==> src/design/fifo_config.svh <==
`ifndef FIFO_CONFIG_SVH
`define FIFO_CONFIG_SVH

// width of one queued word
`define FIFO_DATA_WIDTH 4
// number of entries, must equal 2 ** FIFO_ADDR_WIDTH
`define FIFO_DEPTH 16
// width of an entry index
`define FIFO_ADDR_WIDTH 4

`endif

==> src/design/fifoPkg.sv <==
`include "fifo_config.svh"

package fifoPkg;

    // one queued word
    typedef logic [`FIFO_DATA_WIDTH-1:0] fifoData_t;
    // entry index for tail, write and read pointers
    typedef logic [`FIFO_ADDR_WIDTH-1:0] fifoAddr_t;
    // occupancy 0..FIFO_DEPTH, one extra bit so a full queue fits
    typedef logic [`FIFO_ADDR_WIDTH:0] fifoCount_t;

endpackage

==> src/design/fifoCompare.sv <==
`timescale 1ns/10ps

`include "fifo_config.svh"

// equivalence watcher for the two FIFOs
// flags any disagreement one cycle late and holds it until reset
module fifoCompare
    import fifoPkg::*;
(
    input  logic      clock,
    input  logic      rstN,
    input  fifoData_t srData,
    input  fifoData_t rbData,
    input  logic      srFull,
    input  logic      srEmpty,
    input  logic      rbFull,
    input  logic      rbEmpty,
    output logic      mismatch
);

    logic flagDiff;
    logic dataDiff;
    logic disagree;

    // either flag out of step
    assign flagDiff = (srFull != rbFull) || (srEmpty != rbEmpty);

    // data only counts when both sides actually hold something
    assign dataDiff = !srEmpty && !rbEmpty && (srData != rbData);

    assign disagree = flagDiff || dataDiff;

    // sticky flag
    // once set it ignores later agreement, only rstN clears it
    always_ff @(posedge clock or negedge rstN) begin
        if (!rstN) begin
            mismatch <= 1'b0;
        end else if (disagree) begin
            mismatch <= 1'b1;
        end
    end

endmodule

==> src/design/fifoPair.sv <==
`timescale 1ns/10ps

`include "fifo_config.svh"

// top level
// one stimulus into two FIFO styles, shift-register side exported,
// comparator reports whether the pair ever diverged
module fifoPair
    import fifoPkg::*;
(
    input  logic      clock,
    input  logic      rstN,
    input  fifoData_t dataIn,
    input  logic      push,
    input  logic      pop,
    output fifoData_t dataOut,
    output logic      full,
    output logic      empty,
    output logic      mismatch
);

    // shift-register side
    fifoData_t srData;
    logic      srFull;
    logic      srEmpty;
    // ring-buffer side
    fifoData_t rbData;
    logic      rbFull;
    logic      rbEmpty;

    srFifo u_srFifo (
        .clock   (clock),
        .rstN    (rstN),
        .dataIn  (dataIn),
        .push    (push),
        .pop     (pop),
        .dataOut (srData),
        .full    (srFull),
        .empty   (srEmpty)
    );

    rbFifo u_rbFifo (
        .clock   (clock),
        .rstN    (rstN),
        .dataIn  (dataIn),
        .push    (push),
        .pop     (pop),
        .dataOut (rbData),
        .full    (rbFull),
        .empty   (rbEmpty)
    );

    fifoCompare u_fifoCompare (
        .clock    (clock),
        .rstN     (rstN),
        .srData   (srData),
        .rbData   (rbData),
        .srFull   (srFull),
        .srEmpty  (srEmpty),
        .rbFull   (rbFull),
        .rbEmpty  (rbEmpty),
        .mismatch (mismatch)
    );

    // outside world sees the shift-register FIFO
    assign dataOut = srData;
    assign full    = srFull;
    assign empty   = srEmpty;

endmodule

==> src/design/rbFifo.sv <==
`timescale 1ns/10ps

`include "fifo_config.svh"

// ring-buffer FIFO
// words stay where they were written, pointers chase each other
// around the array and a separate count tells full from empty
module rbFifo
    import fifoPkg::*;
(
    input  logic      clock,
    input  logic      rstN,
    input  fifoData_t dataIn,
    input  logic      push,
    input  logic      pop,
    output fifoData_t dataOut,
    output logic      full,
    output logic      empty
);

    // storage, no reset on payload
    fifoData_t  mem [`FIFO_DEPTH];
    // next slot to write
    fifoAddr_t  wrPtr;
    // slot holding the oldest word
    fifoAddr_t  rdPtr;
    // number of queued words
    fifoCount_t count;
    logic       pushOk;
    logic       popOk;

    // same acceptance rules as the shift-register side
    assign pushOk = push && !full;
    assign popOk  = pop && !push && !empty;

    // write port
    always_ff @(posedge clock) begin
        if (pushOk) begin
            mem[wrPtr] <= dataIn;
        end
    end

    // write pointer
    // depth is a power of two, so wrap comes from the natural overflow
    always_ff @(posedge clock or negedge rstN) begin
        if (!rstN) begin
            wrPtr <= '0;
        end else if (pushOk) begin
            wrPtr <= wrPtr + fifoAddr_t'(1);
        end
    end

    // read pointer
    always_ff @(posedge clock or negedge rstN) begin
        if (!rstN) begin
            rdPtr <= '0;
        end else if (popOk) begin
            rdPtr <= rdPtr + fifoAddr_t'(1);
        end
    end

    // occupancy
    // push and pop never both accepted, so one step either way
    always_ff @(posedge clock or negedge rstN) begin
        if (!rstN) begin
            count <= '0;
        end else if (pushOk) begin
            count <= count + fifoCount_t'(1);
        end else if (popOk) begin
            count <= count - fifoCount_t'(1);
        end
    end

    // flags straight from the count
    assign empty = (count == '0);
    assign full  = (count == fifoCount_t'(`FIFO_DEPTH));

    // oldest word, held at 0 while empty to match the other side
    assign dataOut = empty ? '0 : mem[rdPtr];

endmodule

==> src/design/srFifo.sv <==
`timescale 1ns/10ps

`include "fifo_config.svh"

// shift-register FIFO
// new words always enter at position 0 and the rest move up by one,
// so the oldest word sits at the highest occupied index (the tail)
module srFifo
    import fifoPkg::*;
(
    input  logic      clock,
    input  logic      rstN,
    input  fifoData_t dataIn,
    input  logic      push,
    input  logic      pop,
    output fifoData_t dataOut,
    output logic      full,
    output logic      empty
);

    // shift array, index 0 is the newest word
    fifoData_t mem [`FIFO_DEPTH];
    // index of the oldest word, only meaningful when not empty
    fifoAddr_t tail;
    logic      emptyQ;
    logic      pushOk;
    logic      popOk;

    // push wins; a pop alongside any push is dropped, even on a full queue
    assign pushOk = push && !full;
    assign popOk  = pop && !push && !emptyQ;

    // payload shift on every accepted push
    always_ff @(posedge clock) begin
        if (pushOk) begin
            for (int i = `FIFO_DEPTH - 1; i > 0; i--) begin
                mem[i] <= mem[i-1];
            end
            mem[0] <= dataIn;
        end
    end

    // tail and empty tracking
    always_ff @(posedge clock or negedge rstN) begin
        if (!rstN) begin
            tail   <= '0;
            emptyQ <= 1'b1;
        end else if (pushOk) begin
            // first word lands at 0 with tail already there
            if (!emptyQ) begin
                tail <= tail + fifoAddr_t'(1);
            end
            emptyQ <= 1'b0;
        end else if (popOk) begin
            // last word leaves, tail stays at 0
            if (tail == '0) begin
                emptyQ <= 1'b1;
            end else begin
                tail <= tail - fifoAddr_t'(1);
            end
        end
    end

    // tail at the top slot means every entry is in use
    assign full  = (tail == fifoAddr_t'(`FIFO_DEPTH - 1));
    assign empty = emptyQ;

    // oldest word, forced to 0 while nothing is queued
    assign dataOut = emptyQ ? '0 : mem[tail];

endmodule

==> config.mk <==
export PLATFORM = sky130hd
export DESIGN_NAME = fifoPair
export DESIGN_NICKNAME = d
export VERILOG_FILES = /design/src/design/fifoPkg.sv /design/src/design/fifoCompare.sv /design/src/design/fifoPair.sv /design/src/design/rbFifo.sv /design/src/design/srFifo.sv
export VERILOG_INCLUDE_DIRS = /design/src /design/src/design
export SDC_FILE = /design/constraint.sdc
export NUM_CORES = 1
export LEC_CHECK = 0
export ABC_CLOCK_PERIOD_IN_PS = 3450
export BUFFER_PORTS_ARGS = -buffer_cell sky130_fd_sc_hd__buf_2
export CORE_MARGIN = 10
export CORE_UTILIZATION = 35
export DETAILED_ROUTE_END_ITERATION = 10
export PLACE_DENSITY = 0.52
export SYNTH_ARGS = -nofsm -noshare
export SYNTH_HDL_FRONTEND = slang
export SYNTH_SLANG_ARGS = --single-unit
==> constraint.sdc <==
create_clock -name clock -period 3.45 [get_ports clock]
set_clock_uncertainty 0.15 [all_clocks]
set_input_delay 0.1725 -clock clock [delete_from_list [all_inputs] [get_ports clock]]
set_output_delay 0.1725 -clock clock [all_outputs]
set_load 0.02 [all_outputs]
==> results.md <==
* H-tree Lvls at 4
* Reg-to-Reg Start: u_rbFifo.count[0]
* Hold_sp: dataIn[3]
* Post-Route WL at 11.40 mm
* Final critical-path share of the clock period at 82.72%
* Largest net degree at the start of global routing at 42
* Hold-critical path depth at 1
* CTS clk-pin slew, worst paths at 0.07 ns
* Outcome: finished, final reports clean
* Die area at between 20000 and 25000 sq um
* EDFF count, synth at 128
* Hold Path End: u_rbFifo.mem[8][3]
* P per Cell Area at 904.6 nW/um^2
* Min-delay worst type: in2reg
* IO Pins at 15
* Starting density of the core at about 36%
* PortBufs at 14
* Top cells by area, synth: edfxtp_1, dfrtp_1, mux4_1, mux4_2, ha_1
* # setup viols final at 0
* Synthesized flop and latch total at 147
* Max cap viols at 0
* Total number of vias at 3131
* Initial antenna violation count at 0
* Sink Count at 147
* Max stage delay cell, worst path: dfrtp_1
* Final Util at around 41%
* Seq/Total Area, Yosys at 69.74%
* Yosys Warn Count at 0
* Largest fanout on the critical path at 11
* Synthesized area at slightly above 6000 sq um
* R2R Path End: u_rbFifo.count[4]
* WP data arrival at 2.53 ns
* Element type at the critical path end: output port
* Via density at 5.058
* Nets@finish at 402
* Drt pass-1 iters at 5
* Worst slew margin at 49.51%
* Synth top area share at 62.05%
* Max Root-Sink Buffers at 2
* GRT Total Usage at 10.07%
* Sum Neg Setup Slack at 0 ns
* DP HPWL at approximately 7.7 mm
* Worst-Margin Slew at 0.7574 ns
* R2R setup slack at a little over 0.7 ns
* Fin area at 7177 sq um
* First-pass GRT wire length at 18.57 mm
* RSZ-0062 raised after global routing: no
* 1st-iter DRT viols at 194
* Cell variety after synth at 40
* Routed length per instance at ~18 um
* Row cnt at 48
* Number of gates resized after cts at 0
* Vias in the first global route at 3271
* CTS tree: built
* Core ar. at between 15000 and 20000 sq um
* Final Hold Fails at 0
* Area growth, synth to finish at 15.86%
* Highest clock rate at 0.3504 GHz
* Crit-path cells: buf_4 -> mux4_1 -> nand3_1 -> and3_2 -> nor2_1 -> buf_2
* Post-route DRC at 0
* CP max stage delay at 0.71 ns
* Remaining Overflow, GRT at 0
* Post-Syn Nets at 372
* Layout cell share with drive strength beyond 1 at approximately 20%
* Placed instance area at between 6000 and 7000 sq um
* Leak at 2.515 nW
* Cell taking the most area after synthesis: edfxtp_1
* Worst skew pair latency at 0.42 ns
* DP Cell Count at slightly below 600
* Chip height at 153.0 um
* Inserted Clock Buffers at 17
* Max IR drop VDD at around 0.39 mV
* Syn_area_per_cell at 17.65 sq um
* GP Congestion at 0.7260
* Ys flop type: edfxtp_1
* Detail Route Antenna Nets at 0
* Syn Inst Count at 351
* CP Launch Type: flip-flop
* CP Class: reg2out
* Required @ worst endpoint at 3.13 ns
* Max Slew Vio Count at 0
* Fin crit period at 2.854 ns
* Async SR Flop Fraction at 12.93%
* Ant diodes at 0
* Worst r2r path cells at 10
* Die width at ~150 um
* Number of standard cells in the final layout excluding fillers at 619
* Root buf cell: clkbuf_16
-- cells in the final DEF, fill, tap and decap left out, types with 2 or more instances in the layout --
master / n
nor2b_1: 5
dfrtp_1: 18
mux2_2: 3
a31oi_1: 2
a22oi_1: 7
o21ai_0: 2
buf_4: 7
bufinv_16: 2
edfxtp_1: 128
a21oi_1: 11
nand4_1: 5
nor3_1: 5
xor2_1: 2
mux4_2: 17
fa_1: 2
buf_2: 14
xnor2_1: 15
nand3_1: 15
nand2_1: 23
ha_1: 11
mux4_1: 15
inv_6: 4
clkinvlp_4: 2
a21o_1: 3
and2_1: 3
inv_8: 6
nor2_1: 21
dlygate4sd3_1: 4
nand2b_1: 4
clkbuf_16: 17
inv_1: 6
-- power by group --
group	leakage [nW]	total [mW]	internal [mW]	switching, mW
clock	0.297	1.90	1.10	0.794
sequential	1.42	2.67	2.32	0.354
combinational	0.799	1.92	0.938	0.986
-- Yosys cell counts, types with 2 or more instances --
| master | instances |
|---|---|
| edfxtp_1 | 128 |
| nand2_1 | 23 |
| nor2_1 | 21 |
| dfrtp_1 | 18 |
| mux4_2 | 17 |
| mux4_1 | 15 |
| nand3_1 | 15 |
| xnor2_1 | 15 |
| a21oi_1 | 11 |
| ha_1 | 11 |
| a22oi_1 | 7 |
| inv_1 | 7 |
| clkbuf_1 | 5 |
| nand4_1 | 5 |
| nor2b_1 | 5 |
| nor3_1 | 5 |
| nand2b_1 | 4 |
| a21o_1 | 3 |
| and2_1 | 3 |
| buf_1 | 3 |
| buf_2 | 3 |
| buf_6 | 3 |
| mux2_2 | 3 |
| a31oi_1 | 2 |
| fa_1 | 2 |
| o21ai_0 | 2 |
| xor2_1 | 2 |
-- critical path: cells and delay by family (launching register included) --
kind / cells / cell delay, ns
flops: 1 / 0.71
simple gates: 3 / 0.40
mux: 1 / 0.56
buf+inv: 2 / 0.44
-- routing by layer --
metal,vias up,GRT usage [%],wire [um]
met5,-,0,0
met3,13,3.227,399
li1,1454,-,-
met2,56,14.04,4980
met1,1608,14.09,5875
met4,0,4.087,146
-- cells by family (layout without fill, tap and decap cells) --
kind of cell | count (synthesis) | after routing | share of synthesized area, %
buffers and inverters | 22 | 65 | 1.939
muxes | 35 | 35 | 13.09
adders and majority gates | 13 | 13 | 2.868
and+or+nand+nor | 87 | 87 | 6.807
xor gates and xnor gates | 17 | 17 | 2.404
AOI/OAI and AO/OA | 30 | 30 | 3.151
DFF | 147 | 147 | 69.74
-- what timing repair did --
item | in CTS | in global routing
endpoints found under the hold margin | 27 | 0
hold buffers | 4 | 0
setup endpoints to repair | 0 | 0
setup buffers | 0 | 0
-- flip-flops by register name, indices dropped and copies added, names as in the netlist --
name / flops
u_srFifo.empty: 1
u_rbFifo.count: 5
u_rbFifo.rdPtr: 4
u_fifoCompare.mismatch: 1
u_srFifo.tail: 4
u_rbFifo.mem: 64
u_srFifo.mem: 64
u_rbFifo.wrPtr: 4
-- worst max-delay path by stage --
stage	cells past startpoint	start	slack, ns	to
floorplan	5	u_srFifo.tail[1]	0.55	u_srFifo.mem[0][0]
global placement	8	u_rbFifo.rdPtr[0]	0.72	u_fifoCompare.mismatch
detailed placement	8	u_rbFifo.rdPtr[0]	0.70	u_fifoCompare.mismatch
CTS	6	u_srFifo.tail[0]	0.52	dataOut[0]
global route	6	u_srFifo.tail[0]	0.39	dataOut[0]
finish	6	u_srFifo.tail[0]	0.60	dataOut[0]
-- through the flow --
step	setup slack (ns)	hold slack, ns	power (mW)
6_report	0.5962	0.02067	6.492
5_1_grt	0.3908	0.006252	6.866
4_1_cts	0.5202	0.0002868	6.566
3_5_place_dp	0.7031	-0.01137	4.635
3_3_place_gp	0.7250	-0.003636	4.602
2_1_floorplan	0.5494	-0.2731	4.102
-- layout make-up --
type | instances | area [sq um]
Clock inverter | 15 | 186.4
Inverter | 7 | 26.28
Clock buffer | 17 | 425.4
Multi-Input combinational cell | 182 | 1754
Timing Repair Buffer | 26 | 182.7
Sequential cell | 147 | 4320
Fill cell | 1525 | 10120
Tap cell | 225 | 281.5
Power figures use the tool's default switching activity.
